===== config.mk =====
export PLATFORM = sky130hd
export DESIGN_NAME = mem_sys
export DESIGN_NICKNAME = d
export VERILOG_FILES = /design/src/hw/mem_sys_pkg.sv /design/src/hw/icache.sv /design/src/hw/dcache.sv /design/src/hw/mem_arbiter.sv /design/src/hw/mem_sys.sv
export SDC_FILE = /design/constraint.sdc
export NUM_CORES = 2
export LEC_CHECK = 0
export ABC_AREA = 1
export CELL_PAD_IN_SITES_DETAIL_PLACEMENT = 1
export CELL_PAD_IN_SITES_GLOBAL_PLACEMENT = 1
export CORE_ASPECT_RATIO = 1.1
export CORE_MARGIN = 2
export CORE_UTILIZATION = 53
export CTS_CLUSTER_DIAMETER = 40
export DETAILED_ROUTE_END_ITERATION = 6
export DONT_BUFFER_PORTS = 1
export PLACE_DENSITY_LB_ADDON = 0.1
export SETUP_SLACK_MARGIN = 0.4
export SYNTH_ARGS = -nofsm -noshare
export SYNTH_HDL_FRONTEND = slang
export SYNTH_MEMORY_MAX_BITS = 65536
export SYNTH_SLANG_ARGS = --single-unit
export TNS_END_PERCENT = 100

===== constraint.sdc =====
create_clock -name clock -period 9.45 [get_ports clock]
set_input_delay 0.945 -clock clock [delete_from_list [all_inputs] [get_ports clock]]
set_output_delay 0.945 -clock clock [all_outputs]
set_load 0.03 [all_outputs]

===== src/hw/mem_sys_pkg.sv =====
////////////////////
// memory system package
// shared widths, the tagged bus command encoding
// and the cache miss state machine encoding
////////////////////

package mem_sys_pkg;

	////////////////////
	// widths
	////////////////////

	// byte address
	typedef logic [31:0] addr_t;

	// one memory block, also one cache line
	typedef logic [63:0] block_t;

	// memory transaction tag, zero means no tag
	typedef logic [3:0] mem_tag_t;

	// byte offset inside a 64-bit block
	localparam int BLOCK_OFFSET_BITS = 3;

	////////////////////
	// encodings
	////////////////////

	// command on the memory bus and on the data cache port
	typedef enum logic [1:0] {
		BUS_NONE  = 2'h0,
		BUS_LOAD  = 2'h1,
		BUS_STORE = 2'h2
	} bus_cmd_e;

	// miss handling, shared by both caches
	typedef enum logic [1:0] {
		CACHE_IDLE        = 2'h0,
		CACHE_WAIT_ACCEPT = 2'h1,
		CACHE_WAIT_DATA   = 2'h2
	} cache_state_e;

endpackage


===== src/hw/icache.sv =====
////////////////////
// instruction cache
// direct-mapped, one 64-bit block per line, read only
// one outstanding block load per miss
////////////////////

`timescale 1ns/1ps

module icache #(
	parameter int ICACHE_LINES = 32
) (
	input  logic                 clock,
	input  logic                 reset,
	input  mem_sys_pkg::addr_t   fetch_addr,
	input  mem_sys_pkg::mem_tag_t ic_response,
	input  mem_sys_pkg::block_t  mem_rdata,
	input  mem_sys_pkg::mem_tag_t mem_rtag,
	output mem_sys_pkg::block_t  fetch_data,
	output logic                 fetch_valid,
	output mem_sys_pkg::bus_cmd_e ic_command,
	output mem_sys_pkg::addr_t   ic_addr
);
	import mem_sys_pkg::*;

	localparam int INDEX_BITS = $clog2(ICACHE_LINES);
	localparam int TAG_BITS   = $bits(addr_t) - INDEX_BITS - BLOCK_OFFSET_BITS;

	typedef logic [INDEX_BITS-1:0] index_t;
	typedef logic [TAG_BITS-1:0]   line_tag_t;

	// line storage
	block_t                  data_mem [ICACHE_LINES];
	line_tag_t               tag_mem  [ICACHE_LINES];
	logic [ICACHE_LINES-1:0] valid_mem;

	// lookup side
	index_t    fetch_index;
	line_tag_t fetch_tag;
	logic      hit;

	// miss side
	cache_state_e state;
	addr_t        miss_addr;
	index_t       miss_index;
	line_tag_t    miss_tag;
	mem_tag_t     wait_tag;
	logic         fill;

	////////////////////
	// lookup
	////////////////////

	// split the fetch address
	assign fetch_index = fetch_addr[BLOCK_OFFSET_BITS +: INDEX_BITS];
	assign fetch_tag   = fetch_addr[$bits(addr_t)-1 -: TAG_BITS];

	assign hit = valid_mem[fetch_index] && (tag_mem[fetch_index] == fetch_tag);

	// same cycle answer on a hit
	assign fetch_data  = data_mem[fetch_index];
	assign fetch_valid = hit;

	////////////////////
	// miss handling
	////////////////////

	// the latched miss address decides where the fill lands
	assign miss_index = miss_addr[BLOCK_OFFSET_BITS +: INDEX_BITS];
	assign miss_tag   = miss_addr[$bits(addr_t)-1 -: TAG_BITS];

	// block load presented until the arbiter passes a tag back
	assign ic_command = (state == CACHE_WAIT_ACCEPT) ? BUS_LOAD : BUS_NONE;
	assign ic_addr    = miss_addr;

	// reply for our own load
	assign fill = (state == CACHE_WAIT_DATA) && (mem_rtag == wait_tag);

	always_ff @(posedge clock) begin
		if (reset) begin
			state     <= CACHE_IDLE;
			valid_mem <= '0;
		end else begin
			case (state)
				CACHE_IDLE: begin
					if (!hit) begin
						state <= CACHE_WAIT_ACCEPT;
					end
				end
				CACHE_WAIT_ACCEPT: begin
					// zero response means refused, try again next cycle
					if (ic_response != '0) begin
						state <= CACHE_WAIT_DATA;
					end
				end
				CACHE_WAIT_DATA: begin
					if (fill) begin
						state                 <= CACHE_IDLE;
						valid_mem[miss_index] <= 1'b1;
					end
				end
				default: begin
					state <= CACHE_IDLE;
				end
			endcase
		end
	end

	// miss address, saved tag and line contents
	always_ff @(posedge clock) begin
		if (state == CACHE_IDLE && !hit) begin
			miss_addr <= {fetch_addr[$bits(addr_t)-1:BLOCK_OFFSET_BITS],
				{BLOCK_OFFSET_BITS{1'b0}}};
		end
		if (state == CACHE_WAIT_ACCEPT && ic_response != '0) begin
			wait_tag <= ic_response;
		end
		if (fill) begin
			data_mem[miss_index] <= mem_rdata;
			tag_mem[miss_index]  <= miss_tag;
		end
	end

endmodule


===== src/hw/dcache.sv =====
////////////////////
// data cache
// direct-mapped, write-through, no write allocate
// double-word loads and stores only
////////////////////

`timescale 1ns/1ps

module dcache #(
	parameter int DCACHE_LINES = 16
) (
	input  logic                  clock,
	input  logic                  reset,
	input  mem_sys_pkg::bus_cmd_e dc_command,
	input  mem_sys_pkg::addr_t    dc_addr,
	input  mem_sys_pkg::block_t   dc_wdata,
	input  mem_sys_pkg::mem_tag_t dc_response,
	input  mem_sys_pkg::block_t   mem_rdata,
	input  mem_sys_pkg::mem_tag_t mem_rtag,
	output mem_sys_pkg::block_t   dc_rdata,
	output logic                  dc_finished,
	output mem_sys_pkg::bus_cmd_e dcm_command,
	output mem_sys_pkg::addr_t    dcm_addr,
	output mem_sys_pkg::block_t   dcm_wdata
);
	import mem_sys_pkg::*;

	localparam int INDEX_BITS = $clog2(DCACHE_LINES);
	localparam int TAG_BITS   = $bits(addr_t) - INDEX_BITS - BLOCK_OFFSET_BITS;

	typedef logic [INDEX_BITS-1:0] index_t;
	typedef logic [TAG_BITS-1:0]   line_tag_t;

	// line storage
	block_t                  data_mem [DCACHE_LINES];
	line_tag_t               tag_mem  [DCACHE_LINES];
	logic [DCACHE_LINES-1:0] valid_mem;

	// request decode
	index_t    req_index;
	line_tag_t req_tag;
	logic      is_load;
	logic      is_store;
	logic      hit;
	logic      load_hit;

	// memory side
	cache_state_e state;
	mem_tag_t     wait_tag;
	logic         accepted;
	logic         store_done;
	logic         fill;

	////////////////////
	// lookup
	////////////////////

	// request is held by the requester until dc_finished
	assign req_index = dc_addr[BLOCK_OFFSET_BITS +: INDEX_BITS];
	assign req_tag   = dc_addr[$bits(addr_t)-1 -: TAG_BITS];
	assign is_load   = (dc_command == BUS_LOAD);
	assign is_store  = (dc_command == BUS_STORE);

	assign hit      = valid_mem[req_index] && (tag_mem[req_index] == req_tag);
	assign load_hit = (state == CACHE_IDLE) && is_load && hit;

	////////////////////
	// memory requests
	////////////////////

	// loads fetch the whole block, stores write it through
	assign dcm_command = (state == CACHE_WAIT_ACCEPT) ? dc_command : BUS_NONE;
	assign dcm_addr    = {dc_addr[$bits(addr_t)-1:BLOCK_OFFSET_BITS], {BLOCK_OFFSET_BITS{1'b0}}};
	assign dcm_wdata   = dc_wdata;

	// nonzero response means the arbiter got us a tag
	assign accepted   = (state == CACHE_WAIT_ACCEPT) && (dc_response != '0);
	assign store_done = accepted && is_store;

	// our load reply
	assign fill = (state == CACHE_WAIT_DATA) && (mem_rtag == wait_tag);

	// three ways to finish
	assign dc_finished = load_hit || store_done || fill;

	// miss data straight from the bus, hit data from the array
	assign dc_rdata = (state == CACHE_WAIT_DATA) ? mem_rdata : data_mem[req_index];

	////////////////////
	// state machine
	////////////////////

	always_ff @(posedge clock) begin
		if (reset) begin
			state     <= CACHE_IDLE;
			valid_mem <= '0;
		end else begin
			case (state)
				CACHE_IDLE: begin
					// every store and every load miss goes out to memory
					if (is_store || (is_load && !hit)) begin
						state <= CACHE_WAIT_ACCEPT;
					end
				end
				CACHE_WAIT_ACCEPT: begin
					if (accepted) begin
						state <= is_store ? CACHE_IDLE : CACHE_WAIT_DATA;
					end
				end
				CACHE_WAIT_DATA: begin
					if (fill) begin
						state                <= CACHE_IDLE;
						valid_mem[req_index] <= 1'b1;
					end
				end
				default: begin
					state <= CACHE_IDLE;
				end
			endcase
		end
	end

	// saved tag and line contents
	always_ff @(posedge clock) begin
		if (accepted) begin
			wait_tag <= dc_response;
		end
		if (fill) begin
			data_mem[req_index] <= mem_rdata;
			tag_mem[req_index]  <= req_tag;
		end else if (store_done && hit) begin
			// store hit keeps the line in step with memory
			data_mem[req_index] <= dc_wdata;
		end
	end

endmodule


===== src/hw/mem_arbiter.sv =====
////////////////////
// memory arbiter
// merges both caches onto the tagged memory bus,
// data cache first, and routes replies by owner tag
////////////////////

`timescale 1ns/1ps

module mem_arbiter (
	input  logic                  clock,
	input  logic                  reset,
	input  mem_sys_pkg::bus_cmd_e ic_command,
	input  mem_sys_pkg::addr_t    ic_addr,
	input  mem_sys_pkg::bus_cmd_e dcm_command,
	input  mem_sys_pkg::addr_t    dcm_addr,
	input  mem_sys_pkg::block_t   dcm_wdata,
	input  mem_sys_pkg::mem_tag_t mem_response,
	input  mem_sys_pkg::mem_tag_t mem_rtag,
	output mem_sys_pkg::mem_tag_t ic_response,
	output mem_sys_pkg::mem_tag_t dc_response,
	output mem_sys_pkg::mem_tag_t ic_rtag,
	output mem_sys_pkg::mem_tag_t dc_rtag,
	output mem_sys_pkg::bus_cmd_e mem_command,
	output mem_sys_pkg::addr_t    mem_addr,
	output mem_sys_pkg::block_t   mem_wdata
);
	import mem_sys_pkg::*;

	localparam int TAGS = 1 << $bits(mem_tag_t);

	// grant
	logic grant_dc;
	logic ic_active;
	logic load_accepted;

	// owner table, one entry per tag
	logic [TAGS-1:0] owner_valid;
	logic [TAGS-1:0] owner_dc;

	////////////////////
	// request side
	////////////////////

	// data cache wins whenever it asks
	assign grant_dc  = (dcm_command != BUS_NONE);
	assign ic_active = !grant_dc && (ic_command != BUS_NONE);

	assign mem_command = grant_dc ? dcm_command : ic_command;
	assign mem_addr    = grant_dc ? dcm_addr : ic_addr;
	// only the data cache ever writes
	assign mem_wdata   = grant_dc ? dcm_wdata : '0;

	// the side that lost sees a refusal and retries
	assign dc_response = grant_dc ? mem_response : '0;
	assign ic_response = ic_active ? mem_response : '0;

	// a load that memory took, its tag now has an owner
	assign load_accepted = (mem_command == BUS_LOAD) && (mem_response != '0);

	////////////////////
	// owner table
	////////////////////

	always_ff @(posedge clock) begin
		if (reset) begin
			owner_valid <= '0;
		end else begin
			// reply frees its tag
			if (mem_rtag != '0) begin
				owner_valid[mem_rtag] <= 1'b0;
			end
			// a tag reused in the same cycle stays taken
			if (load_accepted) begin
				owner_valid[mem_response] <= 1'b1;
			end
		end
	end

	// which side holds the tag
	always_ff @(posedge clock) begin
		if (load_accepted) begin
			owner_dc[mem_response] <= grant_dc;
		end
	end

	////////////////////
	// reply side
	////////////////////

	// each cache only sees reply tags that it owns
	assign dc_rtag = (owner_valid[mem_rtag] && owner_dc[mem_rtag]) ? mem_rtag : '0;
	assign ic_rtag = (owner_valid[mem_rtag] && !owner_dc[mem_rtag]) ? mem_rtag : '0;

endmodule


===== src/hw/mem_sys.sv =====
////////////////////
// memory system top
// instruction cache and data cache side by side,
// sharing one tagged memory bus through the arbiter
////////////////////

`timescale 1ns/1ps

module mem_sys #(
	parameter int ICACHE_LINES = 32,
	parameter int DCACHE_LINES = 16
) (
	input  logic                  clock,
	input  logic                  reset,
	input  mem_sys_pkg::addr_t    fetch_addr,
	input  mem_sys_pkg::bus_cmd_e dc_command,
	input  mem_sys_pkg::addr_t    dc_addr,
	input  mem_sys_pkg::block_t   dc_wdata,
	input  mem_sys_pkg::mem_tag_t mem_response,
	input  mem_sys_pkg::block_t   mem_rdata,
	input  mem_sys_pkg::mem_tag_t mem_rtag,
	output mem_sys_pkg::block_t   fetch_data,
	output logic                  fetch_valid,
	output mem_sys_pkg::block_t   dc_rdata,
	output logic                  dc_finished,
	output mem_sys_pkg::bus_cmd_e mem_command,
	output mem_sys_pkg::addr_t    mem_addr,
	output mem_sys_pkg::block_t   mem_wdata
);
	import mem_sys_pkg::*;

	// icache to arbiter
	bus_cmd_e ic_command;
	addr_t    ic_addr;
	mem_tag_t ic_response;
	mem_tag_t ic_rtag;

	// dcache to arbiter
	bus_cmd_e dcm_command;
	addr_t    dcm_addr;
	block_t   dcm_wdata;
	mem_tag_t dc_response;
	mem_tag_t dc_rtag;

	////////////////////
	// caches
	////////////////////

	// reply data is shared, tags come filtered by owner
	icache #(.ICACHE_LINES(ICACHE_LINES)) u_icache (
		.clock(clock),
		.reset(reset),
		.fetch_addr(fetch_addr),
		.ic_response(ic_response),
		.mem_rdata(mem_rdata),
		.mem_rtag(ic_rtag),
		.fetch_data(fetch_data),
		.fetch_valid(fetch_valid),
		.ic_command(ic_command),
		.ic_addr(ic_addr)
	);

	dcache #(.DCACHE_LINES(DCACHE_LINES)) u_dcache (
		.clock(clock),
		.reset(reset),
		.dc_command(dc_command),
		.dc_addr(dc_addr),
		.dc_wdata(dc_wdata),
		.dc_response(dc_response),
		.mem_rdata(mem_rdata),
		.mem_rtag(dc_rtag),
		.dc_rdata(dc_rdata),
		.dc_finished(dc_finished),
		.dcm_command(dcm_command),
		.dcm_addr(dcm_addr),
		.dcm_wdata(dcm_wdata)
	);

	////////////////////
	// arbiter
	////////////////////

	mem_arbiter u_mem_arbiter (
		.clock(clock),
		.reset(reset),
		.ic_command(ic_command),
		.ic_addr(ic_addr),
		.dcm_command(dcm_command),
		.dcm_addr(dcm_addr),
		.dcm_wdata(dcm_wdata),
		.mem_response(mem_response),
		.mem_rtag(mem_rtag),
		.ic_response(ic_response),
		.dc_response(dc_response),
		.ic_rtag(ic_rtag),
		.dc_rtag(dc_rtag),
		.mem_command(mem_command),
		.mem_addr(mem_addr),
		.mem_wdata(mem_wdata)
	);

endmodule


==> reports/qor.txt <==
Worst-path clk slew: 0.06 ns
Multi-input logic area: 0.0370 mm2
Skew-Pair Late Insertion Delay: 1.04 ns
Initial Util: 53.3%
Largest net degree at the start of global routing: 1,453
DRC: 1
Achievable Freq: 136 MHz
Final setup viols: 0
Post-synth EDFFs: 4,293
CP bufs+invs: 3
Core Area: 0.321 mm2
Routed Antenna Nets: 0
Final period util: 77.9%
Slew HR: -98.2%
Arrival @ worst endpoint: 6.41 ns
First drt pass iteration count: 7
Sum of negative setup slack: 0 ns
Vias in the first global route: 123k
Min Tclk post-route: 7.36 ns
Worst Tran Pin Value: 2.97 ns
CP cell instances: inv_8 -> buf_4 -> buf_4 -> o21ai_0 -> o22ai_1 -> o21ai_0 -> o22ai_1 -> nor2_1 -> a31oi_1
CP max FO: 734
First-pass GRT wire length: 841,000 um
Peak VDD IR: 0.000264 V
Yosys cell types: 39
CP Capture Type: output pin
Data required time of the worst path: 8.51 ns
Pwr Density: 238 mW/mm2
Initial antenna violation count: 45
CTS buffer count: 557
CP peak stage delay: 1.59 ns
RSZ-0062 raised after global routing: false
Register area: 0.130 mm2
Bufs on Longest Clock Path: 4
Synthesized area: 0.171 mm2
Row count: 218
Post-detail-place hpwl: 282,000 um
Iteration-0 DRC count of the detailed router: 14.5k
Crit path kind: in -> out
Leak: 65.7 nW
DR WL/cell: 32.5 um
Setup Skew: 0.0434 ns
Total GRT Usage: 35.2%
GR Overflow Total: 0
Startpoint Class: primary input
Final nets: 13.5k
Boundary pin count: 432
Slew Viols, Final: 1,027
Hold Path Class: in -> reg
Yosys warns: 0
Synth Instances: 13.2k
Final Hold Fails: 0
Via count: 118k
Flop2flop setup slack: 4.69 ns
Vias per cell: 6.52
Layout cells sized above 1: 8.84%
Status: finished, violations left
# clock sinks: 4,361
H-tree lvl count: 6
Root Buffer: clkbuf_16
Sequential area share after synthesis: 76.1%
Synth Register Bits: 4,361
Die Ht: 600 um
Critical-path top delay cell: inv_8
# port buffers: 0
Avg Cell Area, Syn: 13.0 um2
Layout fillers: 30.4k
Max-cap violations: 1
Ys async rst share: 0%
CTS tree: done
Top delay family on crit path: buffers and inverters
Gpl congestion: 0.812
Detailed Route WL: 588,000 um
Die Footprint: 0.327 mm2
Top FF cell, synth: edfxtp_1
Violated checks: design-rule violations, max-capacitance violations, max-slew violations
Layout area overhead: 15.3%
Overall power: 47.0 mW
Die Width: 546 um
cell usage after synthesis, drive strengths merged, types with 68 or more instances:
master	instances	share of area, %
edfxtp	4293	75
o21ai	1494	4.4
dfxtp	68	0.80
clkbuf	735	1.6
nand3	656	1.9
a22oi	519	2.3
a21oi	510	1.5
nand2	2036	4.5
buf	152	0.41
o22ai	617	2.3
nor2	1649	3.6
inv	258	0.57
path summary, 6_finish.rpt:
path	start	endpoint	cells after the start
setup / recovery	fetch_addr[4]	fetch_data[1]	9
hold / removal	mem_rdata[44]	u_icache.data_mem[1][44]	0
setup reg to reg	u_mem_arbiter.owner_dc[8]	u_dcache.data_mem[15][41]	14
hold reg to reg	u_mem_arbiter.owner_valid[0]	u_mem_arbiter.owner_valid[0]	2
cell usage in the layout, fill, tap and decap left out, types with 32 or more instances in the layout:
master	count
o21ai_1	47
nor2_1	1605
diode_2	85
clkinvlp_4	44
nor2_4	40
a21oi_1	494
nand2_1	2035
edfxtp_1	4293
clkinv_1	66
clkinv_2	67
clkbuf_16	583
o22ai_1	617
nand3_1	656
dlygate4sd3_1	130
bufinv_16	86
a22oi_1	519
clkbuf_1	72
inv_1	240
inv_6	46
buf_4	170
o21ai_0	1447
a211oi_1	32
dfxtp_1	68
o221ai_1	32
buf_12	81
power by group:
group | total (mW) | switching (mW) | leakage [nW] | internal, mW
combinational | 3.27 | 2.58 | 17.3 | 0.690
clock | 22.1 | 8.41 | 9.25 | 13.7
sequential | 21.6 | 0.118 | 39.2 | 21.5
cells by family (layout without fill, tap and decap cells):
kind of cell | after synthesis | after routing | synth area share [%]
AND/OR/NAND/NOR | 4409 | 4409 | 10.3
flip-flops | 4361 | 4361 | 76.1
AO/OA/AOI/OAI | 3271 | 3271 | 11.0
buffers and inverters | 1146 | 1644 | 2.59
XOR/XNOR | 6 | 6 | 0.0307
other | 1 | 89 | 0.00219
state kept, by name, indices dropped and copies added, names as in the netlist, 4 cells and up:
signal                     cells
u_dcache.wait_tag              4
u_dcache.valid_mem            16
u_icache.tag_mem             768
u_icache.valid_mem            32
u_icache.wait_tag              4
u_dcache.tag_mem             400
u_mem_arbiter.owner_valid     16
u_icache.data_mem           2048
u_icache.ic_addr              29
u_mem_arbiter.owner_dc        16
u_dcache.data_mem           1024
routing by layer:
layer / GRT usage, % / vias up / part of all wire [%]
met5: 0 / - / 0.027
li1: - / 49000 / -
met3: 7.63 / 1289 / 9.6
met4: 14.6 / 22 / 4.0
met2: 57.9 / 6351 / 48
met1: 45.5 / 61200 / 38
layout make-up:
class / count / area share, %
Timing Repair Buffer: 386 / 2.20
Inverter: 259 / 0.520
Clock inverter: 343 / 2.17
Tap cell: 4290 / 2.72
Clock buffer: 656 / 7.54
Sequential cell: 4361 / 66.0
Antenna cell: 85 / 0.108
Multi-Input combinational cell: 7690 / 18.7
per-stage QoR:
stage	utilization, %	std cells	setup slack, ns	hold slack, ns	area, um2
finish	61.5	18100	2.09	0.0779	197000
global route	61.4	18000	2.07	0.0298	197000
CTS	61.4	18000	3.07	0.000797	197000
detailed placement	54.9	16800	3.00	0.425	176000
global placement	54.9	16800	3.05	0.426	176000
floorplan	-	13200	2.52	0.403	171000
worst register-to-register path: stages (launching register included):
cell	delay, ns
edfxtp_1	0.37
nand2_1	0.09
nand4_1	0.10
nand2_1	0.08
nand2_1	0.08
nor2_1	0.28
nor2_2	0.14
nand3_1	0.10
nand2_1	0.06
nor2_1	0.10
nand2_1	0.12
nor2_2	0.71
inv_2	0.60
a21oi_4	1.00
buf_4	0.54
what timing repair did:
| item | in CTS | in global routing |
|---|---|---|
| setup buffers | 0 | 0 |
| hold buffers | 140 | 1 |
| hold endpoints to repair | 2246 | 1 |
| resized for setup | 0 | 0 |
No activity file was read; power rests on OpenSTA's default activity.
